File: src/source/dm_pkg.sv
// ----------------------------------------------------------------------
// DMI op and result codes, debug register addresses and the
// DMCONTROL word layout shared by the debug subsystem
// ----------------------------------------------------------------------

package dm_pkg;

    // Width of the DMI register address, fixed by the protocol
    localparam int unsigned DMI_ADDR_W = 7;

    // Request op as carried on the DMI
    typedef enum logic [1:0] {
        DMI_NOP   = 2'h0,
        DMI_READ  = 2'h1,
        DMI_WRITE = 2'h2
    } dmi_op_e;

    // Response result code, 1 is reserved and 3 is busy (not used here)
    typedef enum logic [1:0] {
        DMI_SUCCESS = 2'h0,
        DMI_FAILED  = 2'h2
    } dmi_resp_e;

    // ------------------------------------------------------------------
    // Debug register map
    // ------------------------------------------------------------------
    localparam logic [DMI_ADDR_W-1:0] ADDR_DATA0      = 7'h04;
    localparam logic [DMI_ADDR_W-1:0] ADDR_DMCONTROL  = 7'h10;
    localparam logic [DMI_ADDR_W-1:0] ADDR_SBADDRESS0 = 7'h39;
    localparam logic [DMI_ADDR_W-1:0] ADDR_SBDATA0    = 7'h3C;

    // Subset of DMCONTROL, all other fields are reserved
    typedef struct packed {
        logic        haltreq;
        logic [28:0] reserved;
        logic        ndmreset;
        logic        dmactive;
    } dmcontrol_t;

    // One DMI data word, seen raw or as DMCONTROL
    typedef union packed {
        logic [31:0] raw;
        dmcontrol_t  ctrl;
    } dm_word_u;

endpackage
File: src/source/dmi_resp_buffer.sv
// ----------------------------------------------------------------------
// One-entry DMI response register with the response handshake
// ----------------------------------------------------------------------

`timescale 1ns/1ps

module dmi_resp_buffer
    import dm_pkg::*;
(
    input  logic        clk_i,
    input  logic        ndmreset_n,
    input  logic        rsp_valid_i,
    input  dmi_resp_e   rsp_code_i,
    input  logic [31:0] rsp_data_i,
    input  logic        resp_ready_i,
    output logic        rsp_full_o,
    output logic        resp_valid_o,
    output dmi_resp_e   resp_code_o,
    output logic [31:0] resp_data_o
);

    logic full_q;

    // Space frees up in the same cycle the held response is accepted
    assign rsp_full_o   = full_q && !resp_ready_i;
    assign resp_valid_o = full_q;

    always_ff @(posedge clk_i or negedge ndmreset_n) begin
        if (!ndmreset_n) begin
            full_q <= 1'b0;
        end else if (rsp_valid_i) begin
            full_q <= 1'b1;
        end else if (resp_ready_i) begin
            full_q <= 1'b0;
        end
    end

    always_ff @(posedge clk_i) begin
        if (rsp_valid_i) begin
            resp_code_o <= rsp_code_i;
            resp_data_o <= rsp_data_i;
        end
    end

endmodule

File: config.mk
export PLATFORM = sky130hd
export DESIGN_NAME = dmi_resp_buffer
export DESIGN_NICKNAME = d
export VERILOG_FILES = /design/src/source/dm_pkg.sv /design/src/source/dmi_resp_buffer.sv
export SDC_FILE = /design/constraint.sdc
export NUM_CORES = 1
export LEC_CHECK = 0
export ABC_AREA = 0
export ABC_CLOCK_PERIOD_IN_PS = 1220
export BUFFER_PORTS_ARGS = -buffer_cell sky130_fd_sc_hd__buf_2
export CORE_MARGIN = 2
export CORE_UTILIZATION = 39
export CTS_CLUSTER_DIAMETER = 60
export DETAILED_ROUTE_END_ITERATION = 16
export PLACE_DENSITY = 0.81
export SLEW_MARGIN = 20
export SYNTH_ARGS = -nofsm -noshare
export SYNTH_HDL_FRONTEND = slang
export SYNTH_SLANG_ARGS = --single-unit
File: constraint.sdc
create_clock -name clk_i -period 1.22 [get_ports clk_i]
set_clock_uncertainty 0.15 [all_clocks]
set_input_delay 0 -clock clk_i [delete_from_list [all_inputs] [get_ports clk_i]]
set_output_delay 0 -clock clk_i [all_outputs]
set_load 0.01 [all_outputs]
Word level (Yosys, flattened, before mapping):

Cells that the tools add are included.
Widths: inputs -> output; s select.

* shift operators: 0
* add/subtract/negate cells: 0
* bitwise gates (word level): 0
* reduce and logical (&&, ||, !) cells: 3
* multiply operators: 0
* div/mod/pow operators: 0
* equal/unequal tests: 0
* order comparisons: 0
* multiplexer cells: 2

Operators with widths (count)
* $mux 1: 2
* $reduce_bool 2->1: 1
* $logic_and 1x1->1: 1
* $logic_not 1->1: 1

* RAM bits: 0
* ROM bits: 0
* bits in registers: 35
* memories: 0
* logic and storage cells: 8
* input bits: 38
* bits in latches: 0
* output and inout port bits: 36

Depth between registers and ports, before layout:

Gate-level depths: netlist (run 1).

* depth in word-level cells: 2
* gate-level depth with buffers: 2
* depth with buffers taken out: 2

Worst setup path after synthesis (run 1):

Ideal clock, no wire load.

* path type: register to register
* from: register resp_valid_o (netlist name)
* to: register full_q (netlist: resp_valid_o)
* path slack: 0.220 ns
* data required time: 0.946 ns
* data arrival time: 0.726 ns
* path buffers: 0
* library setup time: 0.124 ns
* stages on the path, launching flop included: 3
* period minus slack after synthesis: 1.000 ns
* cell sequence: dfrtp_1 > nor2b_4 > or2_1

RTL lines
* to (signal assigned): RTL line dmi_resp_buffer.sv:30 `full_q <= 1'b0;`
* to (signal assigned): RTL line dmi_resp_buffer.sv:32 `full_q <= 1'b1;`
* to (signal assigned): RTL line dmi_resp_buffer.sv:34 `full_q <= 1'b0;`
* to (decl): RTL line dmi_resp_buffer.sv:22 `logic full_q;`

Worst setup path after layout (run 1):

* from: register full_q (netlist: resp_valid_o)
* to: output rsp_full_o

* cells in the longest elaborated chain, start to end: 1

Ends and longest elaborated chain
* $logic_and 1x1->1: RTL line dmi_resp_buffer.sv:25 `assign rsp_full_o = full_q && !resp_ready_i;`
* to (decl): RTL line dmi_resp_buffer.sv:16 `output logic rsp_full_o,`

No other way between the ends.

==> run metrics, run 1 <==
Finished Core Util=75.6%; Synth Area in Adders=0%; Peak Freq=0.882 GHz; worst-path cell chain=nor2b_4, buf_2; outcome=completed; maximum VDD drop=1.26 mV; Sum Neg Setup Slack=0 ns; vias in the first global route=872; Final Hold Fails=0; Die Wd=56.3 microns; synthesized area=1070 sq um; Worst Path Required=1.07 ns; final setup fails=0; drt total wl=2.57 mm; Ports=74; sequential element share of the synthesized area=98.1%; Slew @ Worst Pin=0.223 ns; reg2reg end=resp_valid_o; DR WL/cell=13.7 microns; P per Cell Area=1250 nW/um^2; first-pass GRT wire length=3.96 mm; Worst path depth=2; area of the core=2540 sq um; Routed Antenna Nets=0; std cell rows=18; Switching Power=512 uW; antenna diode count=0; Die Y-Extent=56.3 microns; H-tree depth=2; max_cap viols=0; crit path kind=reg -> out; placed instance count=142; die footprint=3170 sq um; vias=824; Crit path max-delay family=flip-flops; hold path startpoint=rsp_data_i[24]; nets@finish=195; fin cells=188; All-Layer GR Usage=17.7%; total power=2.40 mW; Vias/cell=4.38; number of library cell types mapped by synthesis=4; Post-synth top cells=edfxtp_1 (34), dfrtp_1 (1), nor2b_4 (1), or2_1 (1); Yosys top cell area share=95.8%; initial antenna violation count=0; Net Sw Frac=21.3%; Worst Hold End=resp_data_o[24]; layout cells sized above 1=52.5%; Simple-Gate Fraction of Synth Area=1.88%; Internal=1.89 mW; startpoint types=register; Buf/Inv on CP=1; Layout area overhead=80.5%; total CTS buffers=5; largest net degree at the start of global routing=20; GPL Wtd Cong=0.632; leading register cell type out of synthesis=edfxtp_1; worst-path fanout max=2; Clk pwr share=26.1%; Cells after Synth=37; Starting Density=41.9%; DP HPWL=1.52 mm; Avg Cell Area, Syn=28.8 sq um; XOR/XNOR Fraction of Synth Area=0%; DRT iter0 DRCs=10; multiplexer share of the synthesized area=0%; Clock Pin Slew Worst Setup and Hold Paths=0.10 ns; Yosys reg bits=35; Slowest-stage cell, CP=dfrtp_1; R2R setup slack=0.24 ns; Hold Path Class=in -> reg; clock latency on the worst-skew pair=0.32 ns; largest family of logic cells by synthesized area=simple AND/OR/NAND/NOR gates; Crit Reg-Reg Startpoint=resp_valid_o; Slew Limit Fails=0; RSZ-0062 raised after global routing=false; Worst setup EP type=primary output; r2r worst-path depth=2; crit path time final=1.13 ns; count leader, synth=edfxtp_1; Synth async-reset ratio=2.86%; top cell type by total area after synthesis=edfxtp_1; hold path depth=2; final period utilization=92.9%; Seq pwr share=60.1%; worst rel slew slack=85.2%; CTS tree=done; post-cts gate resize count=0; total gr overflow=0; post-synthesis compound-gate area fraction=0%; Synth area leaders=edfxtp_1 (96%), dfrtp_1 (2.3%), nor2b_4 (1.3%); drt pass-1 iters=4; combinational share of power=13.8%; Mapped Nets=75; EDFF count, synth=34; total clock sinks=35; Critical Path Max Stage Delay=0.40 ns; setup ws final=0.0861 ns; Synth Warn #=0; Root Driver=clkbuf_4; DRC=0; Port Buffers=73; pre-CTS setup slack=0.263 ns; WP data arrival=0.98 ns; CTS max path bufs=2; Pleak=0.845 nW
[per-layer routing]
metal	GRT usage, %	wire length [microns]	up-vias	part of all wire [%]
li1	-	-	385	-
met1	18.1	951	373	37
met2	29.7	1270	58	49
met3	10.1	300	8	12
met4	7.14	55	0	2.1
met5	0	0	-	0
[worst reg2reg max path: stages, from the launching register on]
cell and delay (ns):
dfrtp_1 0.40, nor2b_4 0.13, or2_1 0.19
[power by group through the flow]
stage          clock network [mW]  registers, mW  logic [mW]
6_report                    0.626           1.44       0.332
4_1_cts                     0.640           1.44       0.328
2_1_floorplan                   0           1.53     0.00697
3_3_place_gp                    0           1.47       0.229
5_1_grt                     0.707           1.45       0.355
3_5_place_dp                    0           1.47       0.236
[state kept, by name, summed over array words and instances (netlist names)]
register and flops:
resp_code_o 2, resp_data_o 32, resp_valid_o 1
[layout by cell type (no fill, tap or decap), drive strengths merged]
master,instances
edfxtp,34
dlygate4sd3,38
or2,1
buf,75
clkbuf,7
clkinv,1
nor2b,1
dfrtp,1
[area by class of cell]
cell class              instances  area [sq um]
flip-flops and latches         35          1050
repair buffers                113           761
fillers                       146           621
clock buffers                   7          55.1
well taps                      30          37.5
multi-input cells               2          20.0
clock inverters                 1          5.00
[repair_timing]
item                      in CTS  in global routing
hold endpoints to repair      52                  0
hold buffers                  38                  0
setup buffers                  0                  0
[logic make-up after synthesis]
group	Yosys count
and+or+nand+nor	2
DFF	35
[worst max-delay path by stage]
stage	start	endpoint	slack, ns
6_report	resp_valid_o	rsp_full_o	0.09
5_1_grt	resp_valid_o	rsp_full_o	0.04
4_1_cts	resp_valid_o	rsp_full_o	0.08
3_5_place_dp	resp_valid_o	resp_valid_o	0.26
3_3_place_gp	resp_valid_o	resp_valid_o	0.29
2_1_floorplan	resp_valid_o	resp_valid_o	0.22
[per-stage QoR]
stage / hold WS (ns) / cell area [sq um]
2_1_floorplan: -0.446 / 1070
3_3_place_gp: -0.375 / 1480
3_5_place_dp: -0.374 / 1480
4_1_cts: 0.207 / 1920
5_1_grt: 0.208 / 1920
6_report: 0.224 / 1920
(Power assumes the default switching activity.)
==> run 2, diff against run 1 <==
--- a/config.mk
+++ b/config.mk
@@ -8,11 +8,11 @@
 export ABC_AREA = 0
 export ABC_CLOCK_PERIOD_IN_PS = 1220
 export BUFFER_PORTS_ARGS = -buffer_cell sky130_fd_sc_hd__buf_2
-export CORE_MARGIN = 2
+export CORE_MARGIN = 4
 export CORE_UTILIZATION = 39
 export CTS_CLUSTER_DIAMETER = 60
 export DETAILED_ROUTE_END_ITERATION = 16
-export PLACE_DENSITY = 0.81
+export PLACE_DENSITY = 0.73
 export SLEW_MARGIN = 20
 export SYNTH_ARGS = -nofsm -noshare
 export SYNTH_HDL_FRONTEND = slang
==> run 2 against run 1 <==
  * Sequential share of layout area shrank 1.4 points
  * Utilization is 2.0 points higher
  * Via count decreased by 1.9%
  * Combinational power about the same
  * Register-to-register slack about the same
  * First-iteration DRC count is 10% higher
  * Final area increased by 2.6%
  * Clock power is 63% higher
  * Maximum frequency up 0.17%
  * Critical path depth did not move
  * Highest routed layer unchanged
==> run metrics, run 2 (synthesized netlist as in run 1, its figures left out) <==
outcome=completed; GR Util met1=16.9% (-1.1 points); Worst Path Required=1.07 ns (about the same); Die Wd=60.3 microns (+7.1%); All-Layer GR Usage=17.1% (-0.57 points); nets@finish=194 (-0.51%); Slowest-stage cell, CP=dfrtp_1; gr busiest metal=met2; maximum VDD drop=1.32 mV (+4.7%); std cell rows=18 (unchanged); Critical Path Max Stage Delay=0.40 ns (about the same); total gr overflow=0 (unchanged); grt met2 use=28.2% (-1.5 points); worst-path cell chain=nor2b_4, buf_2; Clock Pin Slew Worst Setup and Hold Paths=0.11 ns (about the same); P per Cell Area=1420 nW/um^2 (+14%); Root Driver=clkbuf_4; footprint of the multi-input gates=20.0 sq um (unchanged); register area=1050 sq um (unchanged); total CTS buffers=5 (unchanged); GR Util met3=8.64% (-1.5 points); Slew @ Worst Pin=0.179 ns (-0.0437 ns); clock latency on the worst-skew pair=0.32 ns (about the same); post-cts gate resize count=0 (unchanged); largest net degree at the start of global routing=36 (+80%); Final Hold Fails=0 (unchanged); Post-DP Area=1490 sq um (+0.34%); layout cells sized above 1=52.9% (+0.33 points); DR WL/cell=14.8 microns (+8.2%); first-pass GRT wire length=4.19 mm (+5.8%); vias=808 (-1.9%); Fill cells=144 (-1.4%); Vias/cell=4.32 (-1.4%); Peak Freq=0.883 GHz (+0.17%); area of the core=2540 sq um (unchanged); total power=2.80 mW (+17%); post-route cell area=1970 sq um (+2.6%); Crit Reg-Reg Startpoint=resp_valid_o; final period utilization=92.8% (-0.16 points); DRC=0 (unchanged); Pleak=0.861 nW (+1.9%); hold path startpoint=rsp_data_i[29]; Worst setup EP type=primary output; largest reg by FF count=resp_data_o; placed instance count=141 (-0.70%); Buf/Inv on CP=1 (unchanged); DP HPWL=1.54 mm (+1.3%); crit path kind=reg -> out; most frequent cells in the layout=buf_2 (73), dlygate4sd3_1 (38), edfxtp_1 (34), clkbuf_4 (5), bufinv_16 (2); WHS=0.218 ns (-0.00627 ns); max_cap viols=0 (unchanged); Finished Core Util=77.6% (+2.0 points); die footprint=3630 sq um (+15%); CTS tree=done; H-tree depth=2 (unchanged); setup ws final=0.0881 ns (+0.00194 ns); Starting Density=41.9% (unchanged); WP data arrival=0.98 ns (about the same); crit path time final=1.13 ns (-0.00194 ns); antenna diode count=0 (unchanged); CTS max path bufs=2 (unchanged); GPL Wtd Cong=0.660 (+4.4%); RSZ-0062 raised after global routing=false; fin cells=187 (-0.53%); Port Buffers=73 (unchanged); Ports=74 (unchanged); total clock sinks=35 (unchanged); final setup fails=0 (unchanged); commonest non-fill, non-tap cell in the layout=buf_2; DRT iter0 DRCs=11 (+1); flip-flop count of the largest register after layout=32 (unchanged); pre-CTS setup slack=0.262 ns (-0.000922 ns); worst-path fanout max=2 (unchanged); worst rel slew slack=88.1% (+2.9 points); Sum Neg Setup Slack=0 ns (unchanged); Die Y-Extent=60.3 microns (+7.1%); drt total wl=2.77 mm (+7.6%); startpoint types=register; initial antenna violation count=0 (unchanged); Slew Limit Fails=0 (unchanged); Hold Path Class=in -> reg; Routed Antenna Nets=0 (unchanged); vias in the first global route=900 (+3.2%); Crit path max-delay family=flip-flops; drt pass-1 iters=4 (unchanged); critical path startpoint=resp_valid_o; Layout area overhead=85.2%
==> run 2: cell type report <==
| cell class | instances | area share, % |
|---|---|---|
| clock buffer | 5 | 1.90 |
| clock inverter | 3 | 3.42 |
| multi-input combinational | 2 | 1.01 |
| sequential | 35 | 53.0 |
| tap | 30 | 1.90 |
| timing repair buffer | 112 | 38.8 |
==> run 2: routing by layer <==
| layer | wire [microns] | vias to the layer above |
|---|---|---|
| met5 | 0 | - |
| met4 | 107 | 0 |
| met3 | 334 | 9 |
| met2 | 1380 | 52 |
| met1 | 947 | 364 |
| li1 | - | 383 |
==> run 2: repair_timing <==
action | CTS | global route
endpoints found under the setup margin | 0 | 0
hold buffers | 38 | 0
endpoints found under the hold margin | 70 | 0
setup buffers | 0 | 0
==> run 2: where the power goes <==
| group | switching, mW | leakage, nW | internal, mW |
|---|---|---|---|
| Clock | 0.384 | 0.0514 | 0.637 |
| Combinational | 0.143 | 0.466 | 0.192 |
| Sequential | 0.0245 | 0.344 | 1.42 |
| Total | 0.551 | 0.861 | 2.25 |
==> run 2: worst paths after layout <==
kind / endpoint / slack (ns) / depth (start not counted)
min in group asynchronous: resp_valid_o / 0.33 / 3
worst max register to register: resp_valid_o / 0.24 / 2
worst min register to register: resp_valid_o / 0.50 / 2
worst max-delay path: rsp_full_o / 0.09 / 2
max in group asynchronous: resp_valid_o / 0.49 / 3
worst min-delay path: resp_data_o[29] / 0.22 / 2
