**config.mk**
```make
export PLATFORM = sky130hd
export DESIGN_NAME = dmi_req_capture
export DESIGN_NICKNAME = d
export VERILOG_FILES = /design/src/source/dm_pkg.sv /design/src/source/dmi_req_capture.sv
export SDC_FILE = /design/constraint.sdc
export NUM_CORES = 1
export LEC_CHECK = 0
export ABC_AREA = 1
export BUFFER_PORTS_ARGS = -buffer_cell sky130_fd_sc_hd__buf_2
export CORE_UTILIZATION = 43
export DETAILED_ROUTE_END_ITERATION = 10
export HOLD_SLACK_MARGIN = 0.03
export PLACE_DENSITY = 0.83
export REMOVE_ABC_BUFFERS = 1
export SYNTH_ARGS = -nofsm -noshare
export SYNTH_HDL_FRONTEND = slang
export SYNTH_SLANG_ARGS = --single-unit
```
**constraint.sdc**
```tcl
create_clock -name clk_i -period 7.6 [get_ports clk_i]
set_clock_uncertainty 0.1 [all_clocks]
set_input_delay 2.28 -clock clk_i [delete_from_list [all_inputs] [get_ports clk_i]]
set_output_delay 2.28 -clock clk_i [all_outputs]
set_load 0.01 [all_outputs]
```
**src/source/dm_pkg.sv**
```systemverilog
// ----------------------------------------------------------------------
// DMI op and result codes, debug register addresses and the
// DMCONTROL word layout shared by the debug subsystem
// ----------------------------------------------------------------------

package dm_pkg;

    // Width of the DMI register address, fixed by the protocol
    localparam int unsigned DMI_ADDR_W = 7;

    // Request op as carried on the DMI
    typedef enum logic [1:0] {
        DMI_NOP   = 2'h0,
        DMI_READ  = 2'h1,
        DMI_WRITE = 2'h2
    } dmi_op_e;

    // Response result code, 1 is reserved and 3 is busy (not used here)
    typedef enum logic [1:0] {
        DMI_SUCCESS = 2'h0,
        DMI_FAILED  = 2'h2
    } dmi_resp_e;

    // ------------------------------------------------------------------
    // Debug register map
    // ------------------------------------------------------------------
    localparam logic [DMI_ADDR_W-1:0] ADDR_DATA0      = 7'h04;
    localparam logic [DMI_ADDR_W-1:0] ADDR_DMCONTROL  = 7'h10;
    localparam logic [DMI_ADDR_W-1:0] ADDR_SBADDRESS0 = 7'h39;
    localparam logic [DMI_ADDR_W-1:0] ADDR_SBDATA0    = 7'h3C;

    // Subset of DMCONTROL, all other fields are reserved
    typedef struct packed {
        logic        haltreq;
        logic [28:0] reserved;
        logic        ndmreset;
        logic        dmactive;
    } dmcontrol_t;

    // One DMI data word, seen raw or as DMCONTROL
    typedef union packed {
        logic [31:0] raw;
        dmcontrol_t  ctrl;
    } dm_word_u;

endpackage
```
**src/source/dmi_req_capture.sv**
```systemverilog
// ----------------------------------------------------------------------
// One-entry DMI request register with the request handshake
// ----------------------------------------------------------------------

`timescale 1ns/1ps

module dmi_req_capture
    import dm_pkg::*;
(
    input  logic                  clk_i,
    input  logic                  ndmreset_n,
    input  logic                  req_valid_i,
    input  logic [DMI_ADDR_W-1:0] req_addr_i,
    input  dmi_op_e               req_op_i,
    input  logic [31:0]           req_data_i,
    input  logic                  cmd_take_i,
    output logic                  req_ready_o,
    output logic                  cmd_valid_o,
    output logic [DMI_ADDR_W-1:0] cmd_addr_o,
    output dmi_op_e               cmd_op_o,
    output logic [31:0]           cmd_data_o
);

    logic entry_valid_q;
    logic load;

    // Entry free, or emptied by the register block in this cycle
    assign req_ready_o = !entry_valid_q || cmd_take_i;
    assign load        = req_valid_i && req_ready_o;

    always_ff @(posedge clk_i or negedge ndmreset_n) begin
        if (!ndmreset_n) begin
            entry_valid_q <= 1'b0;
        end else if (load) begin
            entry_valid_q <= 1'b1;
        end else if (cmd_take_i) begin
            entry_valid_q <= 1'b0;
        end
    end

    // Payload only
    always_ff @(posedge clk_i) begin
        if (load) begin
            cmd_addr_o <= req_addr_i;
            cmd_op_o   <= req_op_i;
            cmd_data_o <= req_data_i;
        end
    end

    assign cmd_valid_o = entry_valid_q;

endmodule

```
; ---- After elaboration in Yosys (flattened, before gate mapping)
; Index checks and enable logic that the tools add are counted.
; W data, S select, Z words.
[word_totals]
ramBits = 0
output_inout_bits = 43
in_bits = 45
n_memories = 0
word_cells = 10
ff_bits = 42
rom_bits = 0
latchBits = 0
[op_classes]
add_sub_neg = 0
magnitude_cmp = 0
reduce_logical = 4
n_shift = 0
eq_ne = 0
n_bitwise = 0
n_mux = 2
mul = 0
div_mod_pow = 0
[ops]
columns = operator, n
row1 = $mux W1, 2
row2 = $reduce_bool A2 Y1, 1
row3 = $logic_and A1 B1 Y1, 1
row4 = $logic_not A1 Y1, 1
row5 = $logic_or A1 B1 Y1, 1

; ---- Depth between registers and ports, before layout
; Gate-level depths: netlist of the first run.
[depth]
ltp_word = 4
ltp_mapped = 3
depth_no_buf = 3

; ---- Worst setup path before layout of the first run
; No wires, ideal clock.
[synth_path]
kind = in2reg
from = in req_valid_i
to = reg cmd_addr_o[0] (enable)
path_stages = 2
arrival_ns = 4.330
path_slack_ns = 2.717
setup_time_ns = 0.453
path_buffers = 0
required_ns = 7.047
cell_sequence = inv_1 a21oi_1
[synth_via]
elab_chain_len = 1
[synth_lines]
columns = item, line_no
row1 = start: declaration, dmi_req_capture.sv:12  ; input logic req_valid_i,
row2 = $logic_and A1 B1 Y1, dmi_req_capture.sv:29  ; assign load = req_valid_i && req_ready_o;
row3 = named net load, dmi_req_capture.sv:25  ; logic load;
row4 = end signal: assignment, dmi_req_capture.sv:44  ; cmd_addr_o <= req_addr_i;
row5 = end: declaration, dmi_req_capture.sv:19  ; output logic [DMI_ADDR_W-1:0] cmd_addr_o,
; The timed path passes the listed nets, and every way through them passes these cells.
; A chain may end at the register's enable or synchronous reset.

; ---- Final worst setup path of the first run
[layout_path]
from = in cmd_take_i
to = out req_ready_o
[layout_via]
elab_chain_len = 1
[layout_lines]
columns = item, line_no
row1 = start: declaration, dmi_req_capture.sv:16  ; input logic cmd_take_i,
row2 = $logic_or A1 B1 Y1, dmi_req_capture.sv:28  ; assign req_ready_o = !entry_valid_q || cmd_take_i;
row3 = end: declaration, dmi_req_capture.sv:17  ; output logic req_ready_o,
; Every way passes these cells.

==> impl_results.md, run 1 <==
* RSZ-0062 raised after global routing: no
* Post-route cell area at 1860 um2
* CTS tree: yes
* CP startpoint kind: input port
* Post-synth cell types at 5
* IO buf count at 87
* Max layer used: met4
* Clk sink count at 42
* Final wirelength at 2.24 mm
* Sum Neg Setup Slack at 0 ns
* Final cell count without fillers at 173
* Grt ovf at 0
* Static Leak at 0.000815 uW
* Fin. max-slew vios at 0
* Cell row count at 19
* Synth cell count leaders: edfxtp_1 (41), inv_1 (2), nand2_1 (2)
* Post-synth top area cell: edfxtp_1
* Max Cap Violations at 0
* Crit. Startpoint: cmd_take_i
* # placed instances at 165
* # Post-CTS Setup Buffers at 0
* Crit-path cells: buf_2, inv_1, nand2_1, buf_2
* Routed via count at 776
* Slew headroom at 19.2%
* Residual DRC at 0
* Synth Register Bits at 42
* M1 WL at 801 um
* Max VDD drop at 198 uV
* Critical path's slowest cell: buf_2
* Hold_sp: cmd_valid_o
* Worst skew pair latency at 0.34 ns
* # setup viols final at 0
* Sequential-to-total area share from yosys stat at 98.4%
* Layout area overhead at 46.0%
* Worst-path clk slew at 0.11 ns
* Critical path data arrival time at 2.70 ns
* Htree depth at 2
* Area of placed instances at 1760 um2
* Yosys top cell area share at 96.5%
* Largest stage delay on the critical path at 0.14 ns
* Hpwl dp at 1.67 mm
* Routed len/inst at 13.0 um
* Vias per cell at 4.49
* RD Place Congestion at 0.701
* Clock root cell: clkbuf_4
* Critical R2R Launch: cmd_valid_o
* Most frequent CP cell: buf_2
* Synthesized area per cell at 27.2 um2
* Clock buffer depth at 2
* Post-synth EDFFs at 41
* Ranking of synthesized cells by area: edfxtp_1 (96%), dfrtp_1 (2.0%), inv_1 (0.59%), nand2_1 (0.59%), a21oi_1 (0.39%)
* TritonCTS Buffers at 5
* CP Capture Type: primary output
* Number of hold buffers added after CTS at 0
* Mapped Area at 1280 um2
* Die area at 3190 um2
* Crit path max fanout at 2
* Routed wl met2 at 1.02 mm
* # IOs at 88
* Top FF cell, synth: edfxtp_1
* Final nets at 186
* First-pass GRT wire length at 3.12 mm
* Detail Route met3 WL at 363 um
* Largest net degree at the start of global routing at 42
* Number of gates resized after CTS at 0
* Initial Util at 45.9%
* Initial antenna violation count at 0
* Worst Tran Pin Value at 1.21 ns
* ANT nets after route at 0
* Tcrit/Tclk final at 66.8%
* Worst Path Required at 5.22 ns
* Yosys warns at 0
* Iteration-0 DRC Markers at 5
* Worst hold path class: reg -> reg
* Mapped Cells at 47
* # diodes at 0
* Die height at 56.5 um
* Core footprint at 2780 um2
* Status: complete, no violations
* Asr flop ratio synth at 2.38%
* Gr usage total at 14.3%
* Die width at 56.5 um
* Final Hold Fails at 0
* Layout cells sized above 1 at 66.9%
* Vias in the first global route at 786
* Power Dens Cells at 256 nW/um2
* Power, Total at 477 uW
* Post-layout minimum cycle time at 5.08 ns
* Fmax achieved at 0.197 GHz
* Count leader, synth: edfxtp_1
* First-pass DRT Iterations at 4
* Setup CP Type: in -> out
sequential cells by signal, summed over array words and instances (netlist names):
| name | flops |
|---|---|
| cmd_addr_o | 7 |
| cmd_op_o | 2 |
| cmd_valid_o | 1 |
| cmd_data_o | 32 |
final timing paths:
path	to	slack (ns)	cells after the start
min in group asynchronous	cmd_valid_o	1.59	1
worst max-delay path	req_ready_o	2.52	4
max in group asynchronous	cmd_valid_o	5.73	1
worst min register to register	cmd_valid_o	0.51	2
worst max register to register	cmd_addr_o[3]	5.72	1
worst min-delay path	cmd_valid_o	0.51	2
per-layer routing:
layer / vias up / GRT usage (%)
met5: - / 0
met4: 0 / 11.5
met3: 5 / 10.1
met2: 64 / 21.2
met1: 337 / 13.3
li1: 370 / -
layout make-up:
class	instances	area (um2)
Clock buffer	5	37.5
Timing Repair Buffer	87	435
Clock inverter	3	63.8
Inverter	2	7.51
Fill cell	197	918
Tap cell	31	38.8
Multi-Input combinational cell	3	23.8
Sequential cell	42	1260
cells in the final DEF, fill, tap and decap left out, drive strengths merged:
master / instances
clkinv: 1
edfxtp: 41
a21oi: 1
bufinv: 2
dfrtp: 1
buf: 87
clkbuf: 5
nand2: 2
inv: 2
power by group:
| part | switching [uW] | internal (uW) | total (uW) |
|---|---|---|---|
| Clock | 67.5 | 101 | 169 |
| Sequential | 3.08 | 270 | 273 |
| Combinational | 19.5 | 16.2 | 35.7 |
| Total | 90.1 | 387 | 477 |
worst max-delay path, delay by kind of cell:
kind / cells / cell delay [ns]
simple gates: 1 / 0.08
buf+inv: 3 / 0.34
stage by stage:
step           setup WS [ns]  hold slack (ns)  util [%]
3_5_place_dp            2.52            0.475      63.3
6_report                2.52            0.506      67.0
5_1_grt                 2.50            0.539      67.0
4_1_cts                 2.52            0.504      67.0
3_3_place_gp            2.55            0.458      63.3
2_1_floorplan           2.72            0.509         -
cells by family (layout without fill, tap and decap cells):
family	count (synthesis)	after routing	share of synthesized area [%]
buffers and inverters	2	97	0.588
AND/OR/NAND/NOR	2	2	0.588
flip-flops	42	42	98.4
AO/OA/AOI/OAI	1	1	0.392
(Power assumes the default switching activity.)
==> run 2: changes to the inputs <==
- CORE_UTILIZATION: 43 -> 40
- PLACE_DENSITY: 0.83 -> 0.78
- clock period: 7.6 -> 5.2 ns (I/O delays scaled with it)
==> impl_results.md, run 2 (same netlist as run 1, synthesis figures left out) <==
* Status: complete, no violations
* # IOs at 88
* Tcrit/Tclk final at 70.1%
* Worst-path clk slew at 0.11 ns
* Die width at 58.5 um
* Crit. Startpoint: cmd_take_i
* Final Hold Fails at 0
* Die area at 3420 um2
* Post-layout minimum cycle time at 3.65 ns
* Core footprint at 3030 um2
* # fillers at 231
* CP startpoint kind: input port
* Initial Util at 42.1%
* Die height at 58.5 um
* Hold slack at 0.519 ns
* CTS tree: yes
* Initial antenna violation count at 0
* Final nets at 186
* Clock share of power at 30.7%
* Critical R2R Launch: cmd_valid_o
* Worst r2r dst: cmd_data_o[29]
* Max VDD drop at 216 uV
* First-pass GRT wire length at 3.08 mm
* CP Capture Type: primary output
* Sw Share at 20.1%
* Seq pwr share at 61.3%
* R2R Setup Slk at 3.33 ns
* Worst skew pair latency at 0.33 ns
* Setup CP Type: in -> out
* Number of hold buffers added after CTS at 0
* RSZ-0062 raised after global routing: no
* Clk sink count at 42
* Largest net degree at the start of global routing at 42
* Fmax achieved at 0.274 GHz
* ANT nets after route at 0
* Vias per cell at 4.13
* Fin. max-slew vios at 0
* Pre-CTS setup slack at 1.55 ns
* # setup viols final at 0
* Number of gates resized after CTS at 0
* Routed len/inst at 11.8 um
* Cell row count at 20
* Worst Tran Pin Value at 1.19 ns
* Final WS setup at 1.55 ns
* # diodes at 0
* Final core occ at 61.3%
* Layout cells sized above 1 at 66.9%
* Grt ovf at 0
* Worst Path Required at 3.54 ns
* Slew headroom at 20.3%
* TritonCTS Buffers at 5
* Power Dens Cells at 350 nW/um2
* NetSw at 131 uW
* Sum Neg Setup Slack at 0 ns
* Clock buffer depth at 2
* Static Leak at 0.000800 uW
* Residual DRC at 0
* Gr usage total at 13.6%
* Iteration-0 DRC Markers at 14
* Critical path data arrival time at 1.99 ns
* Crit path max fanout at 2
* First-pass DRT Iterations at 3
* Vias in the first global route at 734
* Largest register by flop count: cmd_data_o
* Routed via count at 769
* Pint at 519 uW
* Most frequent cells in the layout: buf_2 (87), edfxtp_1 (41), clkbuf_4 (5)
* RD Place Congestion at 0.675
* # Post-CTS Setup Buffers at 0
* Worst hold path class: reg -> reg
* Final wirelength at 2.19 mm
* Comb power frac at 8.0%
* Most common cell after layout, fill and taps aside: buf_2
* Max reg flops at 32
* Layout area overhead at 45.5%
* Worst-case reg-to-reg path depth at 1
* Htree depth at 2
* Max Cap Violations at 0
* Clock root cell: clkbuf_4
* IO buf count at 87
* Top flop regs: cmd_data_o (32), cmd_addr_o (7), cmd_op_o (2)
* CP endpoint: req_ready_o
## run 2: cell type report
class / count / area [um2] / share of cell area [%]
inverters: 2 / 7.51 / 0.404
clock buffers: 6 / 41.3 / 2.22
repair buffers: 87 / 435 / 23.5
well taps: 44 / 55.1 / 2.96
flip-flops and latches: 42 / 1260 / 67.7
clock inverters: 2 / 37.5 / 2.02
multi-input cells: 3 / 23.8 / 1.28
## run 2: worst max-delay path: stages
cell and delay, ns:
buf_2 0.09, inv_1 0.11, nand2_1 0.08, buf_2 0.14
## run 2: power groups by stage
stage,clock (uW),sequential [uW],combinational [uW]
2_1_floorplan,0,417,7.17
3_3_place_gp,0,406,51.2
3_5_place_dp,0,406,52.9
4_1_cts,206,399,52.8
5_1_grt,220,401,56.8
6_report,199,399,51.8
## run 2: worst min-delay path by stage
stage / startpoint / to / slack, ns / depth (start not counted)
floorplan: cmd_valid_o / cmd_valid_o / 0.51 / 2
global placement: cmd_valid_o / cmd_valid_o / 0.46 / 2
detailed placement: cmd_valid_o / cmd_valid_o / 0.49 / 2
CTS: cmd_valid_o / cmd_valid_o / 0.53 / 2
global route: cmd_valid_o / cmd_valid_o / 0.54 / 2
finish: cmd_valid_o / cmd_valid_o / 0.52 / 2
## run 2: routing by layer
layer	vias up	share of wire [%]	GRT usage, %
met2	58	49	20.9
li1	372	-	-
met4	0	1.8	8.16
met1	334	35	12.5
met3	5	14	10.8
met5	-	0	0
## run 2: per-stage QoR
step           power [uW]  cells  cell area [um2]
6_report              650    186             1860
3_3_place_gp          457    178             1780
3_5_place_dp          459    178             1780
4_1_cts               658    186             1860
2_1_floorplan         425     47             1280
5_1_grt               677    186             1860
==> run 3: changes to the inputs <==
- CORE_UTILIZATION: 40 -> 36
- PLACE_DENSITY: 0.78 -> 0.74
- clock period: 5.2 -> 3.3 ns (I/O delays scaled with it)
==> impl_results.md, run 3 (same netlist as run 1, synthesis figures left out) <==
* Critical path data arrival time at 1.41 ns
* Vias in the first global route at 744
* Top flop regs: cmd_data_o (32), cmd_addr_o (7), cmd_op_o (2)
* Initial Util at 37.9%
* Die area at 3790 um2
* Slew headroom at 75.3%
* Post-layout minimum cycle time at 2.50 ns
* Worst Tran Pin Value at 0.371 ns
* Worst-path clk slew at 0.12 ns
* Final Hold Fails at 0
* Vias per cell at 4.17
* Htree depth at 2
* Largest register by flop count: cmd_data_o
* TritonCTS Buffers at 5
* Power, Total at 948 uW
* Core footprint at 3360 um2
* Most common cell after layout, fill and taps aside: buf_2
* Clock root cell: clkbuf_4
* Number of gates resized after CTS at 0
* Clk sink count at 42
* Initial antenna violation count at 0
* Residual DRC at 0
* Number of hold buffers added after CTS at 0
* # Post-CTS Setup Buffers at 0
* Layout cells sized above 1 at 67.1%
* Layout area overhead at 44.5%
* Crit path max fanout at 2
* Sw Share at 21.8%
* Cell row count at 21
* Tcrit/Tclk final at 75.7%
* RSZ-0062 raised after global routing: no
* Largest net degree at the start of global routing at 32
* Max Cap Violations at 0
* Pint at 742 uW
* Fin. max-slew vios at 0
* Footprint of the multi-input gates at 23.8 um2
* Die height at 61.5 um
* Clock buffer depth at 2
* Status: complete, no violations
* CP Capture Type: primary output
* ANT nets after route at 0
* # IOs at 88
* Setup CP Type: in -> out
* Hpwl dp at 1.73 mm
* RD Place Congestion at 0.670
* First-pass GRT wire length at 3.17 mm
* Sum Neg Setup Slack at 0 ns
* Power Dens Cells at 514 nW/um2
* Worst Path Required at 2.21 ns
* IO buf count at 87
* Clock share of power at 25.1%
* Most frequent cells in the layout: buf_2 (87), edfxtp_1 (41), clkbuf_4 (5)
* Worst hold path class: in -> async
* Fmax achieved at 0.400 GHz
* Final nets at 187
* Static Leak at 0.000791 uW
* CP startpoint kind: input port
* First-pass DRT Iterations at 4
* Final wirelength at 2.23 mm
* Seq pwr share at 66.1%
* Die width at 61.5 um
* Comb power frac at 8.8%
* # setup viols final at 0
* Routed via count at 788
* # diodes at 0
* CTS tree: yes
* # fillers at 309
* Iteration-0 DRC Markers at 10
* Grt ovf at 0
* NetSw at 207 uW
* Routed len/inst at 11.8 um
* Hold slack at 0.295 ns
* Gr usage total at 12.6%
* Worst-case reg-to-reg path depth at 2
* FF+latch area at 1260 um2
* Max reg flops at 32
* Max VDD drop at 345 uV
* Worst skew pair latency at 0.34 ns
run 3: final cells by class:
| type | count | area share (%) |
|---|---|---|
| Clock buffer | 6 | 2.24 |
| Clock inverter | 2 | 0.814 |
| Inverter | 2 | 0.407 |
| Multi-Input combinational cell | 3 | 1.29 |
| Sequential cell | 42 | 68.1 |
| Tap cell | 46 | 3.12 |
| Timing Repair Buffer | 88 | 24.0 |
run 3: worst paths after layout:
path / start / endpoint / slack [ns]
max: cmd_take_i / req_ready_o / 0.80
min: ndmreset_n / cmd_valid_o / 0.30
max reg2reg: cmd_valid_o / cmd_data_o[16] / 1.64
min reg2reg: cmd_valid_o / cmd_valid_o / 0.52
max in group asynchronous: ndmreset_n / cmd_valid_o / 2.72
min in group clk_i: cmd_valid_o / cmd_valid_o / 0.52
run 3: power groups by stage:
stage                     Combinational, uW  Sequential, uW  Clock [uW]
after detailed placement               85.8             639           0
after global placement                 83.0             639           0
after global routing                   92.9             630         274
final                                  83.9             627         238
after CTS                              85.8             627         253
after floorplan                        11.3             658           0
run 3: critical path, stage by stage:
cell	delay, ns
buf_2	0.09
inv_1	0.10
nand2_1	0.08
buf_2	0.14
run 3: metrics by stage:
stage / worst slack (ns) / utilization, % / instance area [um2] / cells
after detailed placement: 0.800 / 53.2 / 1790 / 181
final: 0.801 / 54.8 / 1840 / 189
after global placement: 0.817 / 53.2 / 1790 / 181
after floorplan: -0.293 / - / 1280 / 47
after global routing: 0.775 / 54.8 / 1840 / 189
after CTS: 0.798 / 54.8 / 1840 / 189
run 3: routing by layer:
metal  vias up  track usage (%)  part of all wire, %  wire length, um
met1       346             12.2                   35              778
li1        372                -                    -                -
met4         0             7.62                  2.4               53
met3         7             8.82                   15              340
met5         -                0                    0                0
met2        63             19.5                   48             1060
